==> config.mk <==
export PLATFORM = sky130hd
export DESIGN_NAME = bz_link_top
export DESIGN_NICKNAME = d
export VERILOG_FILES = /design/src/bz_pkg.sv /design/src/host_pipe_fifo.sv /design/src/host_word_decoder.sv /design/src/link_serializer.sv /design/src/host_core.sv /design/src/link_deserializer.sv /design/src/stack_core.sv /design/src/bz_link_top.sv
export SDC_FILE = /design/constraint.sdc
export NUM_CORES = 1
export LEC_CHECK = 0
export ABC_CLOCK_PERIOD_IN_PS = 5150
export BUFFER_PORTS_ARGS = -buffer_cell sky130_fd_sc_hd__buf_2
export CAP_MARGIN = 20
export CORE_ASPECT_RATIO = 0.6
export CORE_UTILIZATION = 40
export CTS_CLUSTER_DIAMETER = 120
export CTS_CLUSTER_SIZE = 12
export DETAILED_ROUTE_END_ITERATION = 10
export GPL_ROUTABILITY_DRIVEN = 0
export GPL_TIMING_DRIVEN = 0
export HOLD_SLACK_MARGIN = 0.12
export SLEW_MARGIN = 20
export SYNTH_ARGS = -nofsm -noshare
export SYNTH_HDL_FRONTEND = slang
export SYNTH_SLANG_ARGS = --single-unit
export TNS_END_PERCENT = 20
==> constraint.sdc <==
create_clock -name osc -period 5.15 [get_ports osc]
set_input_delay 0.515 -clock osc [delete_from_list [all_inputs] [get_ports osc]]
set_output_delay 0.515 -clock osc [all_outputs]
set_load 0.02 [all_outputs]
==> src/bz_pkg.sv <==
package bz_pkg;

	// ----------------------------------------
	// widths
	// ----------------------------------------
	localparam int word_w         = 32; // host pipe word
	localparam int flit_w         = 11; // board-to-board link flit
	localparam int flits_per_word = 3;
	localparam int payload_w      = 21; // BD-ward payload
	localparam int dest_w         = 4;
	localparam int drop_count_w   = 16;

	// ----------------------------------------
	// packet word layout
	// ----------------------------------------
	localparam int pkt_flag_bit = 31; // 0 marks a packet
	localparam int dest_lo      = 27;
	localparam int dest_hi      = dest_lo + dest_w - 1; // bit 30
	localparam int payload_lo   = 0;
	localparam int payload_hi   = payload_lo + payload_w - 1; // bit 20
	// bits 26..21 stay zero

	// ----------------------------------------
	// register write layout
	// ----------------------------------------
	localparam int         reg_tag_lo  = 29; // tag sits in 31..29
	localparam logic [2:0] reg_tag     = 3'b100; // 10 then a 0
	localparam int         reg_id_w    = 5;
	localparam int         reg_id_lo   = 24; // id in 28..24
	localparam int         reg_data_w  = 16;
	localparam int         reg_data_lo = 0; // data in 15..0

	// nop is 10000 in the top five bits, zeros below
	// note it decodes like a write of zero to reg 0
	localparam logic [word_w-1:0] nop_word = {5'b10000, 27'd0};

	// what the decoder makes of a host word
	typedef enum logic [1:0] {
		wk_packet,
		wk_reg_write,
		wk_nop,
		wk_reserved
	} word_kind_t;

	// reg 31 bit 0 holds the link
	localparam logic [reg_id_w-1:0] hold_reg_id = 5'd31;

endpackage

==> src/host_pipe_fifo.sv <==
`timescale 1ns/1ps
module host_pipe_fifo #(
	parameter int depth = 8
) (
	input  logic                      osc,
	input  logic                      reset,
	input  logic [bz_pkg::word_w-1:0] pipe_in_data,
	input  logic                      pipe_in_valid,
	input  logic                      fifo_pop,
	output logic                      pipe_in_ready,
	output logic [bz_pkg::word_w-1:0] fifo_data,
	output logic                      fifo_valid
);
	import bz_pkg::*;

	localparam int ptr_w = (depth > 1) ? $clog2(depth) : 1;
	localparam int cnt_w = $clog2(depth + 1);

	logic [word_w-1:0] mem [depth]; // circular store
	logic [ptr_w-1:0]  wr_ptr;
	logic [ptr_w-1:0]  rd_ptr;
	logic [cnt_w-1:0]  count; // mem plus output reg
	logic              push;
	logic              mem_has; // something behind the output reg
	logic              load; // mem head moves to output

	function automatic logic [ptr_w-1:0] ptr_inc(input logic [ptr_w-1:0] p);
		return (p == ptr_w'(depth - 1)) ? '0 : p + 1'b1; // wrap at depth
	endfunction

	assign pipe_in_ready = (count != cnt_w'(depth)); // low only when full
	assign push          = pipe_in_valid && pipe_in_ready;
	assign mem_has       = (count > cnt_w'(fifo_valid));
	assign load          = mem_has && (!fifo_valid || fifo_pop);

	// ----------------------------------------
	// pointers, occupancy, output flag
	// ----------------------------------------
	always_ff @(posedge osc) begin
		if (reset) begin
			wr_ptr     <= '0;
			rd_ptr     <= '0;
			count      <= '0;
			fifo_valid <= 1'b0;
		end else begin
			count <= count + cnt_w'(push) - cnt_w'(fifo_pop); // push and pop together
			if (push)
				wr_ptr <= ptr_inc(wr_ptr);
			if (load) begin
				rd_ptr     <= ptr_inc(rd_ptr);
				fifo_valid <= 1'b1;
			end else if (fifo_pop) begin
				fifo_valid <= 1'b0; // drained
			end
		end
	end

	// storage and output word, one edge behind the write
	always_ff @(posedge osc) begin
		if (push)
			mem[wr_ptr] <= pipe_in_data;
		if (load)
			fifo_data <= mem[rd_ptr];
	end

endmodule

==> src/host_word_decoder.sv <==
`timescale 1ns/1ps
module host_word_decoder (
	input  logic                      osc,
	input  logic                      reset,
	input  logic [bz_pkg::word_w-1:0] fifo_data,
	input  logic                      fifo_valid,
	input  logic                      word_ready,
	output logic                      fifo_pop,
	output logic [bz_pkg::word_w-1:0] word_data,
	output logic                      word_valid,
	output logic                      link_hold
);
	import bz_pkg::*;

	word_kind_t            kind;
	logic [reg_id_w-1:0]   reg_id;
	logic [reg_data_w-1:0] reg_data;
	logic                  hold_write;

	// ----------------------------------------
	// word classification
	// ----------------------------------------
	// nop checked first, it shares the write tag
	function automatic word_kind_t classify(input logic [word_w-1:0] w);
		word_kind_t k;
		if (w == nop_word)
			k = wk_nop;
		else if (!w[pkt_flag_bit])
			k = wk_packet; // top bit clear
		else if (w[word_w-1:reg_tag_lo] == reg_tag)
			k = wk_reg_write;
		else
			k = wk_reserved; // 11x, 101 and friends
		return k;
	endfunction

	assign kind     = classify(fifo_data);
	assign reg_id   = fifo_data[reg_id_lo +: reg_id_w];
	assign reg_data = fifo_data[reg_data_lo +: reg_data_w];

	// packets ride the serializer handshake
	assign word_data  = fifo_data;
	assign word_valid = fifo_valid && (kind == wk_packet);

	// anything else leaves the fifo at once
	always_comb begin
		fifo_pop = 1'b0;
		if (fifo_valid) begin
			unique case (kind)
				wk_packet:    fifo_pop = word_ready;
				wk_reg_write: fifo_pop = 1'b1;
				wk_nop:       fifo_pop = 1'b1; // discarded
				wk_reserved:  fifo_pop = 1'b1; // discarded
			endcase
		end
	end

	// ----------------------------------------
	// host config, only the hold bit is kept
	// ----------------------------------------
	assign hold_write = fifo_valid && (kind == wk_reg_write) && (reg_id == hold_reg_id);

	always_ff @(posedge osc) begin
		if (reset)
			link_hold <= 1'b0;
		else if (hold_write)
			link_hold <= reg_data[0]; // same edge as the pop
	end

endmodule

==> src/link_serializer.sv <==
`timescale 1ns/1ps
module link_serializer (
	input  logic                      osc,
	input  logic                      reset,
	input  logic [bz_pkg::word_w-1:0] word_data,
	input  logic                      word_valid,
	input  logic                      link_hold,
	input  logic                      link_ready,
	output logic                      word_ready,
	output logic [bz_pkg::flit_w-1:0] link_data,
	output logic                      link_valid
);
	import bz_pkg::*;

	localparam int               idx_w    = $clog2(flits_per_word);
	localparam logic [idx_w-1:0] last_idx = idx_w'(flits_per_word - 1);

	typedef enum logic {
		ser_idle,
		ser_send
	} ser_state_t;

	ser_state_t        state;
	logic [word_w-1:0] shift_reg; // low flit goes out first
	logic [idx_w-1:0]  flit_idx;
	logic              load;
	logic              flit_sent;

	// hold only blocks new words
	assign word_ready = (state == ser_idle) && !link_hold;
	assign load       = word_valid && word_ready;

	assign link_valid = (state == ser_send);
	assign link_data  = shift_reg[flit_w-1:0];
	assign flit_sent  = link_valid && link_ready;

	// ----------------------------------------
	// FSM and flit count
	// ----------------------------------------
	always_ff @(posedge osc) begin
		if (reset) begin
			state    <= ser_idle;
			flit_idx <= '0;
		end else begin
			case (state)
				ser_idle: begin
					if (load) begin
						state    <= ser_send;
						flit_idx <= '0;
					end
				end
				ser_send: begin
					if (flit_sent) begin
						if (flit_idx == last_idx) begin
							state    <= ser_idle; // word done
							flit_idx <= '0;
						end else begin
							flit_idx <= flit_idx + 1'b1;
						end
					end
				end
				default: state <= ser_idle;
			endcase
		end
	end

	// zeros shift in, so flit 2 gets a clear top bit
	always_ff @(posedge osc) begin
		if (load)
			shift_reg <= word_data;
		else if (flit_sent)
			shift_reg <= shift_reg >> flit_w;
	end

endmodule

==> src/host_core.sv <==
`timescale 1ns/1ps
module host_core #(
	parameter int fifo_depth = 8
) (
	input  logic                      osc,
	input  logic                      reset,
	// host pipe
	input  logic [bz_pkg::word_w-1:0] pipe_in_data,
	input  logic                      pipe_in_valid,
	output logic                      pipe_in_ready,
	// link toward the stack
	output logic [bz_pkg::flit_w-1:0] link_data,
	output logic                      link_valid,
	input  logic                      link_ready
);
	import bz_pkg::*;

	logic [word_w-1:0] fifo_data;
	logic              fifo_valid;
	logic              fifo_pop;
	logic [word_w-1:0] word_data; // packet words only
	logic              word_valid;
	logic              word_ready;
	logic              link_hold; // from reg 31

	host_pipe_fifo #(.depth(fifo_depth)) u_fifo (
		.osc           (osc),
		.reset         (reset),
		.pipe_in_data  (pipe_in_data),
		.pipe_in_valid (pipe_in_valid),
		.fifo_pop      (fifo_pop),
		.pipe_in_ready (pipe_in_ready),
		.fifo_data     (fifo_data),
		.fifo_valid    (fifo_valid)
	);

	host_word_decoder u_decoder (
		.osc        (osc),
		.reset      (reset),
		.fifo_data  (fifo_data),
		.fifo_valid (fifo_valid),
		.word_ready (word_ready),
		.fifo_pop   (fifo_pop),
		.word_data  (word_data),
		.word_valid (word_valid),
		.link_hold  (link_hold)
	);

	link_serializer u_serializer (
		.osc        (osc),
		.reset      (reset),
		.word_data  (word_data),
		.word_valid (word_valid),
		.link_hold  (link_hold),
		.link_ready (link_ready),
		.word_ready (word_ready),
		.link_data  (link_data),
		.link_valid (link_valid)
	);

endmodule

==> src/link_deserializer.sv <==
`timescale 1ns/1ps
module link_deserializer (
	input  logic                      osc,
	input  logic                      reset,
	input  logic [bz_pkg::flit_w-1:0] link_data,
	input  logic                      link_valid,
	input  logic                      word_take,
	output logic                      link_ready,
	output logic [bz_pkg::word_w-1:0] rx_word,
	output logic                      rx_valid
);
	import bz_pkg::*;

	localparam int               idx_w    = $clog2(flits_per_word);
	localparam logic [idx_w-1:0] last_idx = idx_w'(flits_per_word - 1);
	localparam int               last_w   = word_w - (flits_per_word - 1) * flit_w; // 10 bits

	logic [idx_w-1:0] flit_idx; // word boundary by count only
	logic             flit_in;

	assign link_ready = !rx_valid; // stall while a word waits
	assign flit_in    = link_valid && link_ready;

	// ----------------------------------------
	// flit count and word flag
	// ----------------------------------------
	always_ff @(posedge osc) begin
		if (reset) begin
			flit_idx <= '0;
			rx_valid <= 1'b0;
		end else begin
			if (flit_in) begin
				if (flit_idx == last_idx) begin
					flit_idx <= '0;
					rx_valid <= 1'b1; // whole word next cycle
				end else begin
					flit_idx <= flit_idx + 1'b1;
				end
			end else if (word_take) begin
				rx_valid <= 1'b0;
			end
		end
	end

	// assembly, low flit first
	always_ff @(posedge osc) begin
		if (flit_in) begin
			if (flit_idx == last_idx)
				rx_word[word_w-1 -: last_w] <= link_data[last_w-1:0]; // top bit is pad
			else
				rx_word[int'(flit_idx) * flit_w +: flit_w] <= link_data;
		end
	end

endmodule

==> src/stack_core.sv <==
`timescale 1ns/1ps
module stack_core #(
	parameter logic [bz_pkg::dest_w-1:0] stack_id = '0
) (
	input  logic                            osc,
	input  logic                            reset,
	// link from the host
	input  logic [bz_pkg::flit_w-1:0]       link_data,
	input  logic                            link_valid,
	output logic                            link_ready,
	// BD-ward output
	output logic [bz_pkg::payload_w-1:0]    bd_out_data,
	output logic                            bd_out_valid,
	input  logic                            bd_out_ready,
	output logic [bz_pkg::drop_count_w-1:0] drop_count
);
	import bz_pkg::*;

	logic [word_w-1:0] rx_word;
	logic              rx_valid;
	logic              word_take;
	logic              dest_match;
	logic              out_free; // empty or draining

	link_deserializer u_deser (
		.osc        (osc),
		.reset      (reset),
		.link_data  (link_data),
		.link_valid (link_valid),
		.word_take  (word_take),
		.link_ready (link_ready),
		.rx_word    (rx_word),
		.rx_valid   (rx_valid)
	);

	assign dest_match = (rx_word[dest_hi:dest_lo] == stack_id);
	assign out_free   = !bd_out_valid || bd_out_ready;
	assign word_take  = rx_valid && (!dest_match || out_free); // misses go at once

	// ----------------------------------------
	// output flag and drop counter
	// ----------------------------------------
	always_ff @(posedge osc) begin
		if (reset) begin
			bd_out_valid <= 1'b0;
			drop_count   <= '0;
		end else begin
			if (word_take && dest_match)
				bd_out_valid <= 1'b1;
			else if (bd_out_ready)
				bd_out_valid <= 1'b0;
			if (word_take && !dest_match)
				drop_count <= drop_count + 1'b1; // not ours
		end
	end

	always_ff @(posedge osc) begin
		if (word_take && dest_match)
			bd_out_data <= rx_word[payload_hi:payload_lo];
	end

endmodule

==> src/bz_link_top.sv <==
`timescale 1ns/1ps
module bz_link_top #(
	parameter int                        fifo_depth = 8,
	parameter logic [bz_pkg::dest_w-1:0] stack_id   = 4'd5
) (
	input  logic                            osc, // one clock for host, link and stack
	input  logic                            reset,
	// host pipe
	input  logic [bz_pkg::word_w-1:0]       pipe_in_data,
	input  logic                            pipe_in_valid,
	output logic                            pipe_in_ready,
	// BD-ward
	output logic [bz_pkg::payload_w-1:0]    bd_out_data,
	output logic                            bd_out_valid,
	input  logic                            bd_out_ready,
	output logic [bz_pkg::drop_count_w-1:0] drop_count
);
	import bz_pkg::*;

	// board-to-board link, no clock of its own
	logic [flit_w-1:0] link_data;
	logic              link_valid;
	logic              link_ready;

	host_core #(.fifo_depth(fifo_depth)) u_host (
		.osc           (osc),
		.reset         (reset),
		.pipe_in_data  (pipe_in_data),
		.pipe_in_valid (pipe_in_valid),
		.pipe_in_ready (pipe_in_ready),
		.link_data     (link_data),
		.link_valid    (link_valid),
		.link_ready    (link_ready)
	);

	stack_core #(.stack_id(stack_id)) u_stack (
		.osc          (osc),
		.reset        (reset),
		.link_data    (link_data),
		.link_valid   (link_valid),
		.link_ready   (link_ready),
		.bd_out_data  (bd_out_data),
		.bd_out_valid (bd_out_valid),
		.bd_out_ready (bd_out_ready),
		.drop_count   (drop_count)
	);

endmodule

==> run metrics <==
Worst Setup End Kind register; Sw Ratio a little over a quarter; cts repair resizes 0; Num CTS Buffers 39; final hold violation count 0; PortBufs 73; P_leak 5.87 nW; clk_lat worst skew 0.52 ns; Clock Sinks 401; # DRC 0; syn nets approximately 830; FF+latch count, synth 401; Fillers 3205; number of DRC markers in iteration 0 572; Max VDD drop between 0.2 and 0.3 mV; placed cell area 0.0166 mm²; status finished clean; Setup-failing EPs final 0; largest net degree at the start of global routing 33; Congestion Overflow GR 0; Die Wd 254 µm; Worst path slowest cell nor4_2; R2R Path Start u_host.u_fifo.count[2]; CTS tree yes; Area Growth Syn to Fin 15.8%; mapped cell area ~0.015 mm²; unrepaired setup endpoints after global routing false; Clock Skew 0.00859 ns; fmax roughly 330 MHz; Critical Path Fanout Max 9; Min-Delay Path Class input pin to register; largest cells by area after synthesis edfxtp_1, mux4_2, dfxtp_1; worst path cell trace inv_1, ha_1, or3b_2, clkbuf_1, nand2_1, nor4_2, buf_2, buf_2, buf_2, buf_2; Setup TNS Final 0 ns; Die H 153 µm; drt via density 5.12; worst-margin pin slew 0.896 ns; Avg Cell Area, Syn around 20 µm²; R2R Setup Slk 2.08 ns; final setup margin 2.08 ns; tightest slew margin relative to the limit between 40% and 50%; Post-synth EDFFs ~370; Syn. warnings 0; startpoint class of the critical path register; CORE AREA 0.0377 mm²; Most Frequent Cell on Critical Path buf_2; fin area around 0.018 mm²; WS Path Type register to register; H-tree levels 2; Critical Path Max Stage Delay 0.54 ns; pre-CTS setup slack 2.05 ns; DR vias 7383; P_int 0.00637 W; Power Density 488 mW/mm²; share of cells above drive strength 1 between 30% and 40%; drt total wl 30100 µm; end of the critical path u_host.u_fifo.mem[0][17]; minimum clock period 3.07 ns; Comb power frac 20.3%; Worst Path Arrival 3.29 ns; hold slack 0.261 ns; Post-CTS Setup Inserts 0; initial core utilization 40.6%; Hold-fix buffers, CTS 0; initial antenna violation count 2; clk buf depth 3; fin. max-slew vios 0; vias in the first global route 7420; Final ANT Viol Nets 0; Crit path required time 5.37 ns; Primary FF master, synth edfxtp_1; GRT Total Usage 16.0%; sequential area share after synthesis 76.4%; Yosys cell types 46; area of the multi-input gates 0.00347 mm²; critical path's top delay family buffers and inverters; Row Count 55; post-DR wirelength/cell 20.9 µm; Reg area about 0.012 mm²; Largest register FFs 256; area share of the largest cell type after synthesis 71.8%; die area 0.0391 mm²; max cap viols 0; IO Pins 75; sequential fraction of design power 50.1%; first-pass detailed-route iteration total 5; Worst Reg-to-Reg Cells 10; final core occ 47.0%; first-pass GRT wire length 46000 µm; Net Sw Power ~0.0023 W; CP Depth 10; Nets 970; Worst Setup SP u_host.u_fifo.count[2]; fraction of registers with async set/reset 0%; largest area contributor in the netlist edfxtp_1; Final HPWL DP roughly 20000 µm; RR Endpoint u_host.u_fifo.mem[0][17]; clock-pin slew on the worst setup and hold paths ~0.06 ns; Post-Syn Instances 770; Clk pwr share 29.7%; period utilization 59.6%; clock root cell clkbuf_16; Buf+Inv Stages, Crit Path 6
==> cell usage after synthesis (2+ instances only) <==
cell	n
and2_1	28
nand4_1	5
nor3_1	5
mux2_2	53
nor2b_1	3
edfxtp_1	366
mux4_2	64
nor4bb_1	2
buf_1	6
clkbuf_1	14
inv_1	12
dfxtp_1	35
nand2b_1	5
mux2i_1	2
nand2_1	22
nor3b_1	3
a22oi_1	2
o21ai_0	7
buf_4	3
nand3_1	8
o31ai_1	4
or4_1	5
or3_1	8
ha_1	19
buf_2	6
or3b_2	2
and3_1	12
xor2_1	6
nor2_1	23
a21oi_1	23
buf_6	2
==> worst reg2reg max path, delay by kind of cell, from the launching register on <==
family / cells / cell delay (ns)
buf+inv: 6 / 1.25
simple gates: 3 / 1.02
fa+ha+maj: 1 / 0.20
flops: 1 / 0.30
==> per-stage QoR <==
step                std cells  power [W]
floorplan                 770    0.00555
global placement         1356    0.00612
detailed placement       1386    0.00616
CTS                      1441    0.00873
global route             1441    0.00903
finish                   1442    0.00864
==> placed cells by master (no fill, tap or decap), types with 5 or more instances in the layout <==
cell / instances
edfxtp_1: 366
buf_2: 86
mux4_2: 64
mux2_2: 53
clkbuf_16: 41
dfxtp_1: 35
and2_1: 28
clkbuf_1: 27
a21oi_1: 23
nand2_1: 22
nor2_1: 19
ha_1: 19
buf_4: 18
and3_1: 12
inv_1: 10
nand3_1: 8
or3_1: 8
buf_6: 7
o21ai_0: 7
buf_1: 6
xor2_1: 6
nand2b_1: 5
nand4_1: 5
or4_1: 5
==> worst min-delay path by stage <==
stage                                      from                       end  slack, ns  cells after the start
floorplan            u_stack.u_deser.rx_word[0]    u_stack.bd_out_data[0]       0.40                      0
global placement    u_stack.u_deser.rx_word[12]   u_stack.bd_out_data[12]       0.40                      0
detailed placement  u_stack.u_deser.rx_word[17]   u_stack.bd_out_data[17]       0.41                      0
CTS                            pipe_in_data[25]  u_host.u_fifo.mem[2][25]       0.24                      1
global route                   pipe_in_data[25]  u_host.u_fifo.mem[2][25]       0.25                      1
finish                         pipe_in_data[20]  u_host.u_fifo.mem[5][20]       0.26                      1
==> routing by layer <==
layer  GRT usage [%]  share of wire [%]  vias to the layer above  wire (µm)
li1                -                  -                     3353          -
met1            24.8                 51                     3828      15400
met2            23.0                 43                      160      12900
met3            3.42                4.5                       40       1350
met4            3.01                1.3                        2        392
met5               0              0.043                        -         13
==> power groups by stage <==
| stage | sequential, W | clock (W) | combinational (W) |
|---|---|---|---|
| global placement | 0.00442 | 0 | 0.00170 |
| detailed placement | 0.00440 | 0 | 0.00177 |
| finish | 0.00433 | 0.00256 | 0.00175 |
| CTS | 0.00433 | 0.00262 | 0.00178 |
| floorplan | 0.00430 | 0 | 0.00125 |
| global route | 0.00436 | 0.00275 | 0.00191 |
==> cells by family after synthesis <==
logic type | after synthesis | synth area share, %
compound gates | 40 | 1.49
flops | 401 | 76.4
other cells | 1 | 0.0245
mux | 119 | 13.5
buf+inv | 44 | 1.32
fa+ha+maj | 20 | 1.68
xor+xnor | 7 | 0.401
simple gates | 138 | 5.20
==> cell type report <==
cell class                 count  area share (%)
sequential                   401            66.0
multi-input combinational    325            19.6
clock buffer                  54            6.07
tap                          513            3.62
timing repair buffer         103            3.55
buffer                        32           0.890
inverter                      12           0.254
clock inverter                 1          0.0494
antenna                        1          0.0141
Note: power is estimated with default switching activity, not from simulation.
